[src/hdl/menuCtrlPkg.sv]
// Menu control types: button press pulses and the sequencer and walker state encodings
package menuCtrlPkg;

	////////////////////////////////////////////////////////////
	// Button press pulses, one bit per panel button
	////////////////////////////////////////////////////////////
	typedef struct packed
	{
		logic up;      // Marks clock contents modified
		logic down;    // Same as up for the flag
		logic left;    // Pointer plus one
		logic right;   // Pointer minus one
		logic center;
	} btnPulseT;

	////////////////////////////////////////////////////////////
	// State encodings
	////////////////////////////////////////////////////////////

	// Pass sequencer
	typedef enum logic [1:0]
	{
		seqInit,   // Waiting for RTC init
		seqScan,   // Pass requested and running
		seqWait    // Pause between passes
	} seqStateT;

	// Address walker
	typedef enum logic [2:0]
	{
		walkBoot,      // RTC init transfers at resetAddr
		walkIdle,      // Waiting for a pass request
		walkTransfer,  // Access out, waiting for frw
		walkAdvance,   // Skip rules on the incremented address
		walkCheck      // End test and next access
	} walkStateT;

endpackage

[src/hdl/rtcMapPkg.sv]
// RTC register map: address type, scan and skip addresses, edit pointer field limits
package rtcMapPkg;

	typedef logic [7:0] rtcAddrT;  // One RTC register address
	typedef logic [6:0] ptrT;      // Edit pointer into the editable fields

	////////////////////////////////////////////////////////////
	// Scan walk addresses
	////////////////////////////////////////////////////////////
	localparam rtcAddrT scanStart  = 8'h21;  // First register of every pass
	localparam rtcAddrT gapFrom    = 8'h27;  // Start of the unused hole
	localparam rtcAddrT gapTo      = 8'h41;  // First register after the hole
	localparam rtcAddrT alarmCheck = 8'h44;  // Decide whether alarm regs are visited
	localparam rtcAddrT alarmLow   = 8'h00;
	localparam rtcAddrT alarmHigh  = 8'h01;
	localparam rtcAddrT cmdAddr    = 8'hF0;  // Command register, closes a pass
	localparam rtcAddrT scanEnd    = 8'hF1;  // End marker, never accessed
	localparam rtcAddrT resetAddr  = 8'h02;  // Held during RTC init

	////////////////////////////////////////////////////////////
	// Edit pointer limits and the value each one wraps to
	////////////////////////////////////////////////////////////
	localparam ptrT ptrFloor       = 7'h20;  // Below first field
	localparam ptrT ptrGapLow      = 7'h27;  // Entering the hole going up
	localparam ptrT ptrGapHigh     = 7'h40;  // Entering the hole going down
	localparam ptrT ptrCeil        = 7'h45;  // Above last field
	localparam ptrT ptrFloorWrap   = 7'h43;
	localparam ptrT ptrGapLowWrap  = 7'h41;
	localparam ptrT ptrGapHighWrap = 7'h26;
	localparam ptrT ptrCeilWrap    = 7'h21;

endpackage

[src/hdl/btnIf.sv]
// Stage interfaces: button press pulses with timer request, and pass request/status links
`timescale 1ns/1ps

////////////////////////////////////////////////////////////
// Button stage to pointer, sequencer and walker
////////////////////////////////////////////////////////////
interface btnIf;
	import menuCtrlPkg::*;

	btnPulseT press;         // One-cycle press pulses
	logic     timerReq;      // Sticky request from a timerOn edge
	logic     timerConsume;  // Walker served the request

	modport source (output press, output timerReq, input timerConsume);
	modport sink (input press);                                // Pointer and sequencer
	modport timerSink (input timerReq, output timerConsume);   // Walker side
endinterface

////////////////////////////////////////////////////////////
// Sequencer to walker
////////////////////////////////////////////////////////////
interface scanIf;
	logic scanReq;     // Level, holds a pass
	logic scanDone;    // Pulse at end of pass
	logic atStart;     // Walker address is scanStart
	logic atCmd;       // Walker address is cmdAddr
	logic modPending;  // Walker sits on an alarm register

	modport master (output scanReq, input scanDone, input atStart, input atCmd,
		input modPending);
	modport slave (input scanReq, output scanDone, output atStart, output atCmd,
		output modPending);
endinterface

[src/hdl/addrWalker.sv]
// Address walker: steps through the RTC map, times the access strobe, applies skip rules
`timescale 1ns/1ps

module addrWalker
#(
	parameter int accessLimit = 8
)
(
	input  logic              CLK,
	input  logic              RST,
	input  logic              frw,        // End of one RTC transfer
	input  logic              alarmStop,
	input  logic              irq,        // Low while an RTC event is pending
	btnIf.timerSink           btn,
	scanIf.slave              scan,
	output logic              access,
	output rtcMapPkg::rtcAddrT addr
);
	import rtcMapPkg::*;
	import menuCtrlPkg::*;

	localparam int cntW = $clog2(accessLimit + 1);

	walkStateT       state;
	walkStateT       stateNext;
	rtcAddrT         addrNext;
	logic            accessNext;
	logic [cntW-1:0] accessCnt;      // Cycles access has been high
	logic            accessExpired;  // Last allowed high cycle
	logic            bootSeen;       // First init transfer done
	logic            bootSeenNext;
	logic            alarmWanted;    // Alarm registers must be served
	logic            scanDone;
	logic            timerConsume;

	////////////////////////////////////////////////////////////
	// Access timer
	////////////////////////////////////////////////////////////
	assign accessExpired = access && (accessCnt == cntW'(accessLimit - 1));

	always_ff @(posedge CLK or posedge RST)
	begin
		if (RST)
			accessCnt <= '0;
		else if (access)
			accessCnt <= accessCnt + 1'b1;
		else
			accessCnt <= '0;
	end

	assign alarmWanted = btn.timerReq | alarmStop;

	////////////////////////////////////////////////////////////
	// Walk
	////////////////////////////////////////////////////////////
	always_comb
	begin
		stateNext    = state;
		addrNext     = addr;
		accessNext   = access;
		bootSeenNext = bootSeen;
		scanDone     = 1'b0;
		timerConsume = 1'b0;
		case (state)
			walkBoot:
				if (frw)
				begin
					accessNext = 1'b0;
					if (bootSeen)
						stateNext = walkIdle;  // Second init transfer done
					else
						bootSeenNext = 1'b1;
				end
				else if (!access)
					accessNext = 1'b1;  // Next init transfer
			walkIdle:
				if (scan.scanReq)
				begin
					addrNext   = scanStart;
					accessNext = 1'b1;
					stateNext  = walkTransfer;
				end
			walkTransfer:
				if (frw)
				begin
					addrNext   = addr + 8'd1;
					accessNext = 1'b0;
					stateNext  = walkAdvance;
				end
			walkAdvance:
			begin
				stateNext = walkCheck;
				case (addr)
					gapFrom:    addrNext = gapTo;
					alarmCheck: addrNext = (alarmWanted || !irq) ? alarmLow : cmdAddr;
					alarmHigh:
						if (alarmWanted)
							timerConsume = btn.timerReq;  // Stay one more transfer
						else
							addrNext = cmdAddr;
					resetAddr:  addrNext = cmdAddr;       // Alarm block finished
					default:
					begin
					end
				endcase
			end
			walkCheck:
				if (addr == scanEnd)
				begin
					scanDone  = 1'b1;
					addrNext  = scanStart;  // Parked on the start of the next pass
					stateNext = walkIdle;
				end
				else
				begin
					accessNext = 1'b1;
					stateNext  = walkTransfer;
				end
			default: stateNext = walkIdle;
		endcase

		if (accessExpired)
			accessNext = 1'b0;  // Held too long, drop regardless of frw
	end

	always_ff @(posedge CLK or posedge RST)
	begin
		if (RST)
		begin
			state    <= walkBoot;
			addr     <= resetAddr;
			access   <= 1'b1;  // RTC init transfer starts out of reset
			bootSeen <= 1'b0;
		end
		else
		begin
			state    <= stateNext;
			addr     <= addrNext;
			access   <= accessNext;
			bootSeen <= bootSeenNext;
		end
	end

	// Status back to the sequencer
	assign scan.scanDone   = scanDone;
	assign scan.atStart    = (addr == scanStart);
	assign scan.atCmd      = (addr == cmdAddr);
	assign scan.modPending = (addr == alarmLow) || (addr == alarmHigh);
	assign btn.timerConsume = timerConsume;

endmodule

[src/hdl/buttonEdge.sv]
// Button stage: samples the panel buttons and timerOn, emits one-cycle rising-edge pulses
`timescale 1ns/1ps

module buttonEdge
(
	input  logic CLK,
	input  logic RST,
	input  logic up,
	input  logic down,
	input  logic left,
	input  logic right,
	input  logic center,
	input  logic timerOn,
	btnIf.source btn
);
	import menuCtrlPkg::*;

	btnPulseT levelNow;   // Raw button levels in struct form
	btnPulseT levelPrev;  // Levels seen on the last edge
	btnPulseT pressReg;   // Registered edge pulses
	logic     timerPrev;
	logic     timerReq;   // Held until the walker takes it

	always_comb
	begin
		levelNow.up     = up;
		levelNow.down   = down;
		levelNow.left   = left;
		levelNow.right  = right;
		levelNow.center = center;
	end

	always_ff @(posedge CLK or posedge RST)
	begin
		if (RST)
		begin
			levelPrev <= '0;
			pressReg  <= '0;
			timerPrev <= 1'b0;
			timerReq  <= 1'b0;
		end
		else
		begin
			levelPrev <= levelNow;
			pressReg  <= levelNow & ~levelPrev;  // High for one cycle per press
			timerPrev <= timerOn;
			if (timerOn && !timerPrev)
				timerReq <= 1'b1;                 // New press wins over a consume
			else if (btn.timerConsume)
				timerReq <= 1'b0;
		end
	end

	assign btn.press    = pressReg;
	assign btn.timerReq = timerReq;

endmodule

[src/hdl/editPointer.sv]
// Edit pointer stage: steps the field pointer on left/right presses and wraps around the hole
`timescale 1ns/1ps

module editPointer
(
	input  logic          CLK,
	input  logic          RST,
	btnIf.sink            btn,
	output rtcMapPkg::ptrT ptr
);
	import rtcMapPkg::*;

	ptrT ptrNext;

	////////////////////////////////////////////////////////////
	// Next pointer
	////////////////////////////////////////////////////////////
	always_comb
	begin
		// Left moves up the map, right moves down
		ptrNext = ptr + ptrT'(btn.press.left) - ptrT'(btn.press.right);

		// A pointer sitting on a limit is moved off it first
		case (ptr)
			ptrGapLow:  ptrNext = ptrGapLowWrap;   // Jump over the hole upward
			ptrCeil:    ptrNext = ptrCeilWrap;     // Past the top, back to first field
			ptrFloor:   ptrNext = ptrFloorWrap;    // Below first field, to the top
			ptrGapHigh: ptrNext = ptrGapHighWrap;  // Jump over the hole downward
			default:
			begin
			end
		endcase
	end

	always_ff @(posedge CLK or posedge RST)
	begin
		if (RST)
			ptr <= ptrFloor;  // Settles to the top field on the next edge
		else
			ptr <= ptrNext;
	end

endmodule

[src/hdl/rtcMenu.sv]
// RTC front panel menu and scan controller top level
`timescale 1ns/1ps

module rtcMenu
#(
	parameter int waitCycles  = 3,  // Pause between passes
	parameter int accessLimit = 8   // Longest access strobe
)
(
	input  logic               CLK,
	input  logic               RST,
	input  logic               up,
	input  logic               down,
	input  logic               left,
	input  logic               right,
	input  logic               center,
	input  logic               timerOn,
	input  logic               alarmStop,
	input  logic               irq,
	input  logic               frw,
	output logic               access,
	output rtcMapPkg::rtcAddrT addr,
	output rtcMapPkg::ptrT     ptr,
	output logic               modOut
);

	btnIf  btnBus ();   // Press pulses and timer request
	scanIf scanBus ();  // Pass request and walker status

	////////////////////////////////////////////////////////////
	// Stages
	////////////////////////////////////////////////////////////
	buttonEdge uButtons
	(
		.CLK     (CLK),
		.RST     (RST),
		.up      (up),
		.down    (down),
		.left    (left),
		.right   (right),
		.center  (center),
		.timerOn (timerOn),
		.btn     (btnBus.source)
	);

	editPointer uPointer
	(
		.CLK (CLK),
		.RST (RST),
		.btn (btnBus.sink),
		.ptr (ptr)
	);

	scanSequencer #(.waitCycles(waitCycles)) uSequencer
	(
		.CLK    (CLK),
		.RST    (RST),
		.frw    (frw),
		.btn    (btnBus.sink),
		.scan   (scanBus.master),
		.modOut (modOut)
	);

	addrWalker #(.accessLimit(accessLimit)) uWalker
	(
		.CLK       (CLK),
		.RST       (RST),
		.frw       (frw),
		.alarmStop (alarmStop),
		.irq       (irq),
		.btn       (btnBus.timerSink),
		.scan      (scanBus.slave),
		.access    (access),
		.addr      (addr)
	);

endmodule

[src/hdl/scanSequencer.sv]
// Pass sequencer: init, scan and wait control of the map walk, plus the modified flag
`timescale 1ns/1ps

module scanSequencer
#(
	parameter int waitCycles = 3
)
(
	input  logic  CLK,
	input  logic  RST,
	input  logic  frw,
	btnIf.sink    btn,
	scanIf.master scan,
	output logic  modOut
);
	import menuCtrlPkg::*;

	localparam int cntW = $clog2(waitCycles + 2);

	seqStateT        state;
	seqStateT        stateNext;
	logic [cntW-1:0] waitCnt;    // Cycles spent in wait
	logic            waitDone;
	logic            editPress;  // Up or down this cycle
	logic            modFlag;    // Contents changed since last full pass
	logic            passArmed;  // Pass start seen while modified
	logic            passCmd;    // Then the command address seen

	////////////////////////////////////////////////////////////
	// Init, scan and wait
	////////////////////////////////////////////////////////////
	assign waitDone = (state == seqWait) && (waitCnt == cntW'(waitCycles));

	always_comb
	begin
		stateNext = state;
		case (state)
			seqInit: if (frw) stateNext = seqScan;             // RTC init finished
			seqScan: if (scan.scanDone) stateNext = seqWait;
			seqWait: if (waitDone) stateNext = seqScan;
			default: stateNext = seqInit;
		endcase
	end

	always_ff @(posedge CLK or posedge RST)
	begin
		if (RST)
		begin
			state   <= seqInit;
			waitCnt <= '0;
		end
		else
		begin
			state <= stateNext;
			if (state == seqWait && !waitDone)
				waitCnt <= waitCnt + 1'b1;
			else
				waitCnt <= '0;  // Ready for the next pause
		end
	end

	assign scan.scanReq = (state == seqScan);  // Held for the whole pass

	////////////////////////////////////////////////////////////
	// Modified flag
	////////////////////////////////////////////////////////////
	assign editPress = btn.press.up | btn.press.down;

	always_ff @(posedge CLK or posedge RST)
	begin
		if (RST)
		begin
			modFlag   <= 1'b1;  // Contents unknown after reset
			passArmed <= 1'b0;
			passCmd   <= 1'b0;
		end
		else if (editPress)
		begin
			modFlag   <= 1'b1;
			passArmed <= 1'b0;  // A full pass must follow the last edit
			passCmd   <= 1'b0;
		end
		else if (scan.scanDone)
		begin
			if (passCmd)
				modFlag <= 1'b0;  // Written back through the command register
			passArmed <= 1'b0;
			passCmd   <= 1'b0;
		end
		else
		begin
			if (scan.atStart && modFlag)
				passArmed <= 1'b1;
			if (scan.atCmd && passArmed)
				passCmd <= 1'b1;
		end
	end

	// Alarm registers always count as modified
	assign modOut = modFlag | scan.modPending;

endmodule

[config.mk]
export PLATFORM = sky130hd
export DESIGN_NAME = rtcMenu
export DESIGN_NICKNAME = d
export VERILOG_FILES = /design/src/hdl/menuCtrlPkg.sv /design/src/hdl/rtcMapPkg.sv /design/src/hdl/btnIf.sv /design/src/hdl/addrWalker.sv /design/src/hdl/buttonEdge.sv /design/src/hdl/editPointer.sv /design/src/hdl/rtcMenu.sv /design/src/hdl/scanSequencer.sv
export SDC_FILE = /design/constraint.sdc
export NUM_CORES = 1
export LEC_CHECK = 0
export ABC_AREA = 0
export BUFFER_PORTS_ARGS = -buffer_cell sky130_fd_sc_hd__buf_2
export CORE_MARGIN = 1.5
export CORE_UTILIZATION = 50
export CTS_CLUSTER_DIAMETER = 80
export CTS_CLUSTER_SIZE = 20
export DETAILED_ROUTE_END_ITERATION = 10
export HOLD_SLACK_MARGIN = 0.12
export PLACE_DENSITY = 0.75
export SLEW_MARGIN = 20
export SYNTH_ARGS = -nofsm -noshare
export SYNTH_HDL_FRONTEND = slang
export SYNTH_SLANG_ARGS = --single-unit
[constraint.sdc]
create_clock -name CLK -period 5.4 [get_ports CLK]
set_input_delay 1.08 -clock CLK [delete_from_list [all_inputs] [get_ports CLK]]
set_output_delay 1.08 -clock CLK [all_outputs]
set_load 0.02 [all_outputs]
==> results.json, run 1 <==
{
  "cts-resized-gates": 0,
  "grt_max_degree": 43,
  "r2r-start": "uWalker.addr[1]$_DFFE_PP1P_",
  "synth_ff_type": "dfrtp_1",
  "layout.nets": 306,
  "r2r_cells": 7,
  "async_flop_share_pct": 100,
  "setup_viol": 0,
  "gp_congestion": 0.852,
  "synth_nets": 282,
  "whs_path_depth": 1,
  "critPathLaunchType": "flip-flop",
  "cp-end-kind": "primary output",
  "worst_slew_pin_slew_ns": 0.598,
  "regToRegEndpoint": "uWalker.addr[6]$_DFFE_PP0P_",
  "status": "finished clean",
  "cp_max_fo": 13,
  "die-area_um2": 5410,
  "grt_pass1_vias": 1794,
  "diodes": 0,
  "grt_pass1_wl_um": 8000,
  "drt_iter0_drc": 85,
  "hold_viol": 0,
  "synth-seq-area-share_pct": 42.5,
  "clk_pin_slew_ns": 0.08,
  "synth_cell_types": 61,
  "post-route-period-util_pct": 50.8,
  "rsz0062_at_grt": "false",
  "drive_above_1_share_pct": 18.3,
  "clock-sinks": 42,
  "hp-start": "uButtons.levelPrev[2]$_DFF_PP0_",
  "die_w_um": 73.5,
  "cp.arrival_ns": 1.66,
  "core_area_um2": 4750,
  "start_util_pct": 52.3,
  "placed_cell_area_um2": 2650,
  "cts_tree": "done",
  "synth_largest_area_cell": "dfrtp_1",
  "cts_hold_buf": 0,
  "drc": 0,
  "io_pins": 28,
  "required_ns": 4.32,
  "cts_setup_buffers": 0,
  "die_y_um": 73.5,
  "clockRootBuffer": "clkbuf_8",
  "wl_per_cell_um": 13.6,
  "relSlewSlack_pct": 60.2,
  "p_per_area_nw_per_um2": 576,
  "routed_wl_um": 4680,
  "min_to": "uButtons.btn.press[2]$_DFF_PP0_",
  "fill_cells": 442,
  "htree_num_levels": 2,
  "clock_skew_ns": 0.00240,
  "clk_path_buf_depth": 2,
  "vdd_drop_max_mv": 0.254,
  "antenna_found_initial": 0,
  "avgSynthCellArea_um2": 9.83,
  "synthTopCellsByCount": "dfrtp_1 (38), inv_1 (22), nor2_1 (19)",
  "critical_path_class": "reg -> out",
  "yosysMostFrequentCell": "dfrtp_1",
  "worst_slack_ns": 2.66,
  "dr.pass1.iters": 5,
  "r2r_setup_slack_ns": 2.82,
  "cap_violations": 0,
  "via_count": 1870,
  "syn_to_final_growth_pct": 10.8,
  "synth_area_leaders": "dfrtp_1 (38%), ha_1 (8.6%), dfstp_2 (4.2%), inv_1 (3.3%), nor2_1 (2.9%)",
  "crit_start": "uWalker.addr[3]$_DFFE_PP0P_",
  "period_needed_ns": 2.74,
  "syn-cell-area_um2": 2490,
  "hpwl_um": 3390,
  "numPortBuffers": 26,
  "cts_buffers": 5,
  "clk_latency_ns": 0.29,
  "cellLeakagePower_nw": 1.28,
  "yosysWarnings": 0,
  "via_per_inst": 5.42,
  "final_area_um2": 2760,
  "max_freq_ghz": 0.365,
  "pre_cts_ws_ns": 2.83,
  "grtUsageTotal_pct": 19.3,
  "ys_seq_elements": 42,
  "yosysTopAreaCellShare_pct": 38.2,
  "core.rowCount": 25,
  "syn_inst": 253,
  "synth_edf_count": 0,
  "tns_ns": 0,
  "overflow": 0,
  "finalMaxSlewViolations": 0,
  "ant_nets": 0,
  "hp-class": "reg -> reg"
}
-- cell families after synthesis --
group	share of synthesized area, %
buf+inv	5.89
compound gates	18.3
xor+xnor	2.46
fa+ha+maj	9.36
mux	1.41
flops	42.5
simple gates	20.1
-- sequential cells by signal, indices dropped and copies added, names as in the netlist --
register / flops
uWalker.accessCnt: 4
uButtons.timerPrev: 1
uSequencer.modFlag: 1
uSequencer.waitCnt: 3
uSequencer.passCmd: 1
uSequencer.passArmed: 1
uWalker.access: 1
uWalker.state: 3
uSequencer.state: 2
uWalker.addr: 8
uButtons.btn.timerReq: 1
uWalker.bootSeen: 1
uButtons.levelPrev: 4
uPointer.ptr: 7
uButtons.btn.press: 4
-- critical path, stage by stage (launching register included) --
cell      delay [ns]
dfrtp_1         0.53
nor3_1          0.29
nand2_1         0.17
o21bai_1        0.19
buf_2           0.19
-- worst max-delay path by stage --
| stage | endpoint | depth (start not counted) | slack, ns |
|---|---|---|---|
| 3_5_place_dp | uWalker.addr[6]$_DFFE_PP0P_ | 6 | 2.83 |
| 5_1_grt | modOut | 4 | 2.51 |
| 3_3_place_gp | uWalker.addr[6]$_DFFE_PP0P_ | 6 | 2.84 |
| 2_1_floorplan | modOut | 4 | 2.96 |
| 4_1_cts | modOut | 4 | 2.68 |
| 6_report | modOut | 4 | 2.66 |
-- power by group --
group	internal [mW]	switching (mW)
Combinational	0.348	0.460
Clock	0.138	0.107
Sequential	0.408	0.126
-- layout by cell type, fill, tap and decap left out, drive strengths merged, types with 3 or more instances in the layout --
master	instances
o21bai	3
buf	27
o31ai	7
inv	22
and3	4
a31oi	3
a21o	3
dfstp	4
nand3	11
and2	4
a211o	4
o32ai	3
nor2	20
o21ai	10
xnor2	6
nor3b	3
nand3b	5
nand2	14
ha	17
o22ai	3
nand2b	4
a21oi	11
nor3	4
nor2b	7
clkbuf	6
dfrtp	38
-- metrics by stage --
stage	instances	hold slack (ns)	utilization [%]	power, mW
6_report	345	0.395	57.9	1.59
4_1_cts	345	0.396	57.9	1.60
3_5_place_dp	337	0.385	55.6	1.34
5_1_grt	345	0.408	57.9	1.72
2_1_floorplan	253	0.378	-	1.18
3_3_place_gp	337	0.383	55.6	1.32
-- metal layers --
metal	part of all wire [%]	vias to the layer above	GRT usage, %
met2	48	33	32.1
met4	1.0	0	6.58
li1	-	945	-
met1	47	886	24.6
met5	0	-	0
met3	3.2	6	4.80
-- cell type report --
cell class | instances | area, µm² | area share, %
clock buffer | 6 | 72.6 | 2.63
clock inverter | 2 | 37.5 | 1.36
inverter | 22 | 82.6 | 3.00
multi-input combinational | 179 | 1280 | 46.6
sequential | 42 | 1060 | 38.3
tap | 67 | 83.8 | 3.04
timing repair buffer | 27 | 138 | 5.00
(Power assumes the default switching activity.)
==> run 2, diff against run 1 <==
==> constraint.sdc (replaced) <==
create_clock -name CLK -period 2.59 [get_ports CLK]
set_input_delay 0.518 -clock CLK [delete_from_list [all_inputs] [get_ports CLK]]
set_output_delay 0.518 -clock CLK [all_outputs]
set_load 0.02 [all_outputs]
==> run 2 against run 1 <==
Effect of this change:
- sequential share of layout area fell by 0.31 points
- routed wire length increased by 1.2%
- register-to-register slack worse by 2.5 ns
- first-iteration DRC count decreased by 15%
- sequential cell count unchanged
- setup slack worse by 2.3 ns
- clock power increased by 110%
- clock-buffer cell count unchanged
- largest power group unchanged
==> results.json, run 2 (synthesis results as in run 1) <==
{
  "combinationalPowerShare_pct": 51.7,
  "grt_pass1_vias": 1803,
  "io_pins": 28,
  "core.rowCount": 25,
  "met2_wirelength_um": 2230,
  "cap_violations": 0,
  "status": "finished clean",
  "final_common_cell": "dfrtp_1",
  "cts-resized-gates": 0,
  "final_cell_mix": "dfrtp_1 (38), buf_2 (26), inv_1 (22), nor2_1 (19), ha_1 (17)",
  "hp-class": "in -> reg",
  "whs_path_depth": 1,
  "critPathLaunchType": "flip-flop",
  "routed.top_layer": "met4",
  "grt_max_degree": 43,
  "cts_buffers": 5,
  "period_needed_ns": 2.28,
  "cts_tree": "done",
  "antenna_found_initial": 0,
  "drt_iter0_drc": 72,
  "worst_slew_pin_slew_ns": 0.536,
  "hpwl_um": 3420,
  "grtUsageTotal_pct": 18.8,
  "cellLeakagePower_nw": 1.30,
  "gp_congestion": 0.846,
  "drc": 0,
  "clock-sinks": 42,
  "cts_hold_buf": 0,
  "final_area_um2": 2780,
  "ant_nets": 0,
  "clk_pin_slew_ns": 0.08,
  "seqPwrFrac_pct": 32.8,
  "finalMaxSlewViolations": 0,
  "die_y_um": 73.5,
  "critical_path_class": "reg -> reg",
  "post-route-period-util_pct": 88.0,
  "r2r_setup_slack_ns": 0.31,
  "vdd_drop_max_mv": 0.473,
  "slowest_delay_ns": 0.57,
  "relSlewSlack_pct": 63.8,
  "layout.nets": 309,
  "top_regs": "uWalker.addr: 8 flops, uPointer.ptr: 7 flops",
  "hold_ws_ns": 0.334,
  "clock_skew_ns": 0.00761,
  "regToRegEndpoint": "uWalker.addr[6]$_DFFE_PP0P_",
  "p_clk_share_pct": 15.5,
  "final_core_util_pct": 58.4,
  "stdcell_count": 348,
  "cp-end-kind": "flip-flop",
  "clk_path_buf_depth": 2,
  "r2r-start": "uWalker.addr[1]$_DFFE_PP1P_",
  "register_area_um2": 1060,
  "diodes": 0,
  "crit_family": "simple AND/OR/NAND/NOR gates",
  "p_per_area_nw_per_um2": 1200,
  "place_inst": 340,
  "tns_ns": 0,
  "route.met3.wl_um": 207,
  "die_w_um": 73.5,
  "setup_viol": 0,
  "cp.arrival_ns": 2.46,
  "cp_max_fo": 9,
  "top_register": "uWalker.addr",
  "cts_setup_buffers": 0,
  "multi_input_area_um2": 1280,
  "fill_cells": 440,
  "wl_per_cell_um": 13.6,
  "numPortBuffers": 26,
  "min_to": "uButtons.levelPrev[2]$_DFF_PP0_",
  "htree_num_levels": 2,
  "swShare_pct": 43.5,
  "r2r_cells": 6,
  "via_count": 1920,
  "clk_latency_ns": 0.30,
  "largest_register_ff_count": 8,
  "crit_buf_inv": 1,
  "core_area_um2": 4750,
  "drive_above_1_share_pct": 19.2,
  "start_util_pct": 52.3,
  "syn_to_final_growth_pct": 11.7,
  "dr.pass1.iters": 4,
  "placed_cell_area_um2": 2670,
  "clockRootBuffer": "clkbuf_8",
  "power.switching_mw": 1.45,
  "max_freq_ghz": 0.439,
  "rsz0062_at_grt": "false",
  "routed_wl_um": 4740,
  "hp-start": "left",
  "crit_chain": "inv_1 -> ha_1 -> and4_1 -> o32ai_4 -> or2_1 -> mux2_4",
  "grt_pass1_wl_um": 7910,
  "wl_met1_um": 2250,
  "cp_slowest_cell": "dfstp_2",
  "overflow": 0,
  "required_ns": 2.77,
  "die-area_um2": 5410,
  "internal_power_mw": 1.88,
  "hold_viol": 0,
  "via_per_inst": 5.52
}
[run 2: power by group through the flow]
stage / clock, mW / sequential, mW / combinational (mW)
2_1_floorplan: 0 / 1.12 / 1.33
3_3_place_gp: 0 / 1.09 / 1.68
3_5_place_dp: 0 / 1.10 / 1.72
4_1_cts: 0.529 / 1.09 / 1.73
5_1_grt: 0.557 / 1.13 / 1.93
6_report: 0.516 / 1.09 / 1.72
[run 2: per-layer routing]
metal	track usage, %	vias up
li1	-	947
met1	24.9	923
met2	30.1	43
met3	4.53	7
met4	6.79	0
met5	0	-
[run 2: layout make-up]
type / instances / area share [%]
Multi-Input combinational cell: 179 / 46.3
Sequential cell: 42 / 38.0
Tap cell: 67 / 3.02
Inverter: 22 / 2.97
Timing Repair Buffer: 30 / 5.77
Clock buffer: 6 / 2.61
Clock inverter: 2 / 1.35
[run 2: stage by stage]
step	total power [mW]	setup WS [ns]
after floorplan	2.45	0.314
after global placement	2.77	0.351
after detailed placement	2.82	0.328
after CTS	3.35	0.309
after global routing	3.62	0.190
final	3.33	0.311
[run 2: worst max-delay path by stage]
stage	slack [ns]	to	cells past startpoint	from
5_1_grt	0.19	uWalker.addr[6]$_DFFE_PP0P_	6	uWalker.addr[1]$_DFFE_PP1P_
6_report	0.31	uWalker.addr[6]$_DFFE_PP0P_	6	uWalker.addr[1]$_DFFE_PP1P_
2_1_floorplan	0.31	uWalker.addr[6]$_DFFE_PP0P_	8	uWalker.addr[1]$_DFFE_PP1P_
3_5_place_dp	0.33	uWalker.addr[6]$_DFFE_PP0P_	6	uWalker.addr[1]$_DFFE_PP1P_
4_1_cts	0.31	uWalker.addr[6]$_DFFE_PP0P_	6	uWalker.addr[1]$_DFFE_PP1P_
3_3_place_gp	0.35	uWalker.addr[6]$_DFFE_PP0P_	6	uWalker.addr[1]$_DFFE_PP1P_
[run 2: worst register-to-register path, stage by stage, from the launching register on]
cell     delay (ns)
dfstp_2        0.57
inv_1          0.07
ha_1           0.28
and4_1         0.27
o32ai_4        0.28
or2_1          0.36
mux2_4         0.33
==> run 3, diff against run 2 <==
--- a/config.mk
+++ b/config.mk
@@ -8,12 +8,13 @@
 export ABC_AREA = 0
 export BUFFER_PORTS_ARGS = -buffer_cell sky130_fd_sc_hd__buf_2
 export CORE_MARGIN = 1.5
-export CORE_UTILIZATION = 50
+export CORE_UTILIZATION = 45
 export CTS_CLUSTER_DIAMETER = 80
 export CTS_CLUSTER_SIZE = 20
 export DETAILED_ROUTE_END_ITERATION = 10
+export GPL_TIMING_DRIVEN = 0
 export HOLD_SLACK_MARGIN = 0.12
-export PLACE_DENSITY = 0.75
+export PLACE_DENSITY = 0.69
 export SLEW_MARGIN = 20
 export SYNTH_ARGS = -nofsm -noshare
 export SYNTH_HDL_FRONTEND = slang
==> run 3 against run 2 <==
Effect of this change:
- sequential share of layout area decreased by 1.0 points
- setup slack got worse by 0.13 ns
- critical endpoint unchanged
- critical path type unchanged
- first-iteration DRC count increased by 75%
- total power increased by 2.7%
- global-route usage decreased by 0.80 points
- clock-buffer cell count unchanged
- highest routed layer unchanged
- via count increased by 1.5%
- register-to-register slack got worse by 0.13 ns
==> results.json, run 3 (synthesis results as in run 1) <==
{
  "gp_congestion": 0.925,
  "grt_pass1_wl_um": 8570,
  "multi_input_area_um2": 1300,
  "worst_slew_pin_slew_ns": 0.699,
  "largest_register_ff_count": 8,
  "status": "finished clean",
  "relSlewSlack_pct": 52.8,
  "top_register": "uWalker.addr",
  "drc": 0,
  "place_inst": 350,
  "clk_latency_ns": 0.29,
  "syn_to_final_growth_pct": 14.7,
  "grtUsageTotal_pct": 18.0,
  "crit_start": "uWalker.addr[1]$_DFFE_PP1P_",
  "cp.arrival_ns": 2.60,
  "hp-class": "in -> async",
  "final_common_cell": "dfrtp_1",
  "io_pins": 28,
  "setup_viol": 0,
  "drt_iter0_drc": 126,
  "swShare_pct": 43.5,
  "finalMaxSlewViolations": 0,
  "max_freq_ghz": 0.415,
  "clk_path_buf_depth": 2,
  "regToRegEndpoint": "uWalker.addr[6]$_DFFE_PP0P_",
  "internal_power_mw": 1.93,
  "post-route-period-util_pct": 93.1,
  "clock-sinks": 42,
  "clk_pin_slew_ns": 0.08,
  "cts_buffers": 5,
  "cp_max_fo": 9,
  "via_count": 1948,
  "top_regs": "uWalker.addr: 8 flops, uPointer.ptr: 7 flops",
  "grt_max_degree": 23,
  "htree_num_levels": 2,
  "wl_per_cell_um": 13.6,
  "seqPwrFrac_pct": 29.8,
  "rsz0062_at_grt": "false",
  "dr.pass1.iters": 5,
  "cap_violations": 0,
  "final_cell_mix": "dfrtp_1 (38), buf_2 (32), inv_1 (21), nor2_1 (19), ha_1 (17)",
  "period_needed_ns": 2.41,
  "cts_tree": "done",
  "core.rowCount": 26,
  "overflow": 0,
  "clockRootBuffer": "clkbuf_8",
  "numPortBuffers": 26,
  "hpwl_um": 3560,
  "grt_pass1_vias": 1821,
  "start_util_pct": 47.8,
  "die-area_um2": 5980,
  "ant_nets": 0,
  "combinationalPowerShare_pct": 55.2,
  "p_clk_share_pct": 15.0,
  "antenna_found_initial": 0,
  "clock_skew_ns": 0.00578,
  "tns_ns": 0,
  "cts_hold_buf": 0,
  "r2r_setup_slack_ns": 0.18,
  "critPathLaunchType": "flip-flop",
  "r2r_cells": 8,
  "diodes": 0,
  "via_per_inst": 5.44,
  "register_area_um2": 1060,
  "die_y_um": 77.3,
  "vdd_drop_max_mv": 0.486,
  "cellLeakagePower_nw": 1.34,
  "hold_viol": 0,
  "critical_path_class": "reg -> reg",
  "cp-end-kind": "flip-flop",
  "core_area_um2": 5200,
  "die_w_um": 77.3,
  "stdcell_count": 358,
  "required_ns": 2.78,
  "r2r-start": "uWalker.addr[1]$_DFFE_PP1P_",
  "p_per_area_nw_per_um2": 1200,
  "drive_above_1_share_pct": 21.2,
  "fill_cells": 485,
  "routed_wl_um": 4860,
  "power.switching_mw": 1.49,
  "layout.nets": 316
}
==> run 3: cell count changes in the layout (fill, tap and decap cells not counted) <==
| cell | delta |
|---|---|
| inv_2 | +1 |
| buf_2 | +6 |
| buf_1 | +1 |
| inv_1 | -1 |
| buf_6 | +2 |
| buf_4 | -3 |
| a221oi_4 | +1 |
| buf_16 | +1 |
| a221oi_2 | -1 |
==> run 3: per-layer routing <==
layer  up-vias  global-route usage (%)  routed length [µm]
li1        966                       -                   -
met1       917                    25.6                2360
met2        60                    27.5                2160
met3         5                    3.76                 270
met4         0                    6.00                  66
met5         -                       0                   0
==> run 3: worst max-delay path by stage <==
stage	endpoint	slack, ns	depth (start not counted)
after floorplan	uWalker.addr[6]$_DFFE_PP0P_	0.31	8
after global placement	uWalker.addr[6]$_DFFE_PP0P_	0.11	8
after detailed placement	uWalker.addr[6]$_DFFE_PP0P_	0.11	8
after CTS	uWalker.addr[6]$_DFFE_PP0P_	0.09	8
after global routing	uWalker.addr[6]$_DFFE_PP0P_	0.04	8
final	uWalker.addr[6]$_DFFE_PP0P_	0.18	8
==> run 3: timing repair <==
action,CTS,global route
gates resized for setup,0,1
buffers inserted,0,0
setup endpoints to repair,0,1
==> run 3: cell type report <==
type	count	share of cell area, %
buffer	10	2.24
clock buffer	6	2.54
clock inverter	2	1.32
inverter	22	2.89
multi-input combinational	179	45.4
sequential	42	37.0
tap	70	3.07
timing repair buffer	27	5.52
==> run 3: power by group through the flow <==
stage	Combinational [mW]	Sequential [mW]	Clock, mW
2_1_floorplan	1.33	1.12	0
3_3_place_gp	1.82	1.02	0
3_5_place_dp	1.85	1.03	0
4_1_cts	1.87	1.02	0.532
5_1_grt	2.12	1.04	0.557
6_report	1.89	1.02	0.513
==> run 3: critical path, stage by stage, from the launching register on <==
cell and delay (ns):
dfstp_2 0.58, inv_1 0.07, ha_1 0.28, nor2_1 0.14, o31ai_1 0.14, a221oi_4 0.49, or2_1 0.18, buf_6 0.13
mux2_4 0.29
==> run 3: stage by stage <==
step	worst slack (ns)	hold slack, ns	area, µm²	power [mW]	util, %
2_1_floorplan	0.314	0.378	2490	2.45	-
3_3_place_gp	0.112	0.381	2710	2.84	52.0
3_5_place_dp	0.107	0.385	2730	2.88	52.5
4_1_cts	0.0864	0.250	2840	3.42	54.6
5_1_grt	0.0449	0.278	2850	3.72	54.8
6_report	0.179	0.241	2850	3.42	54.8
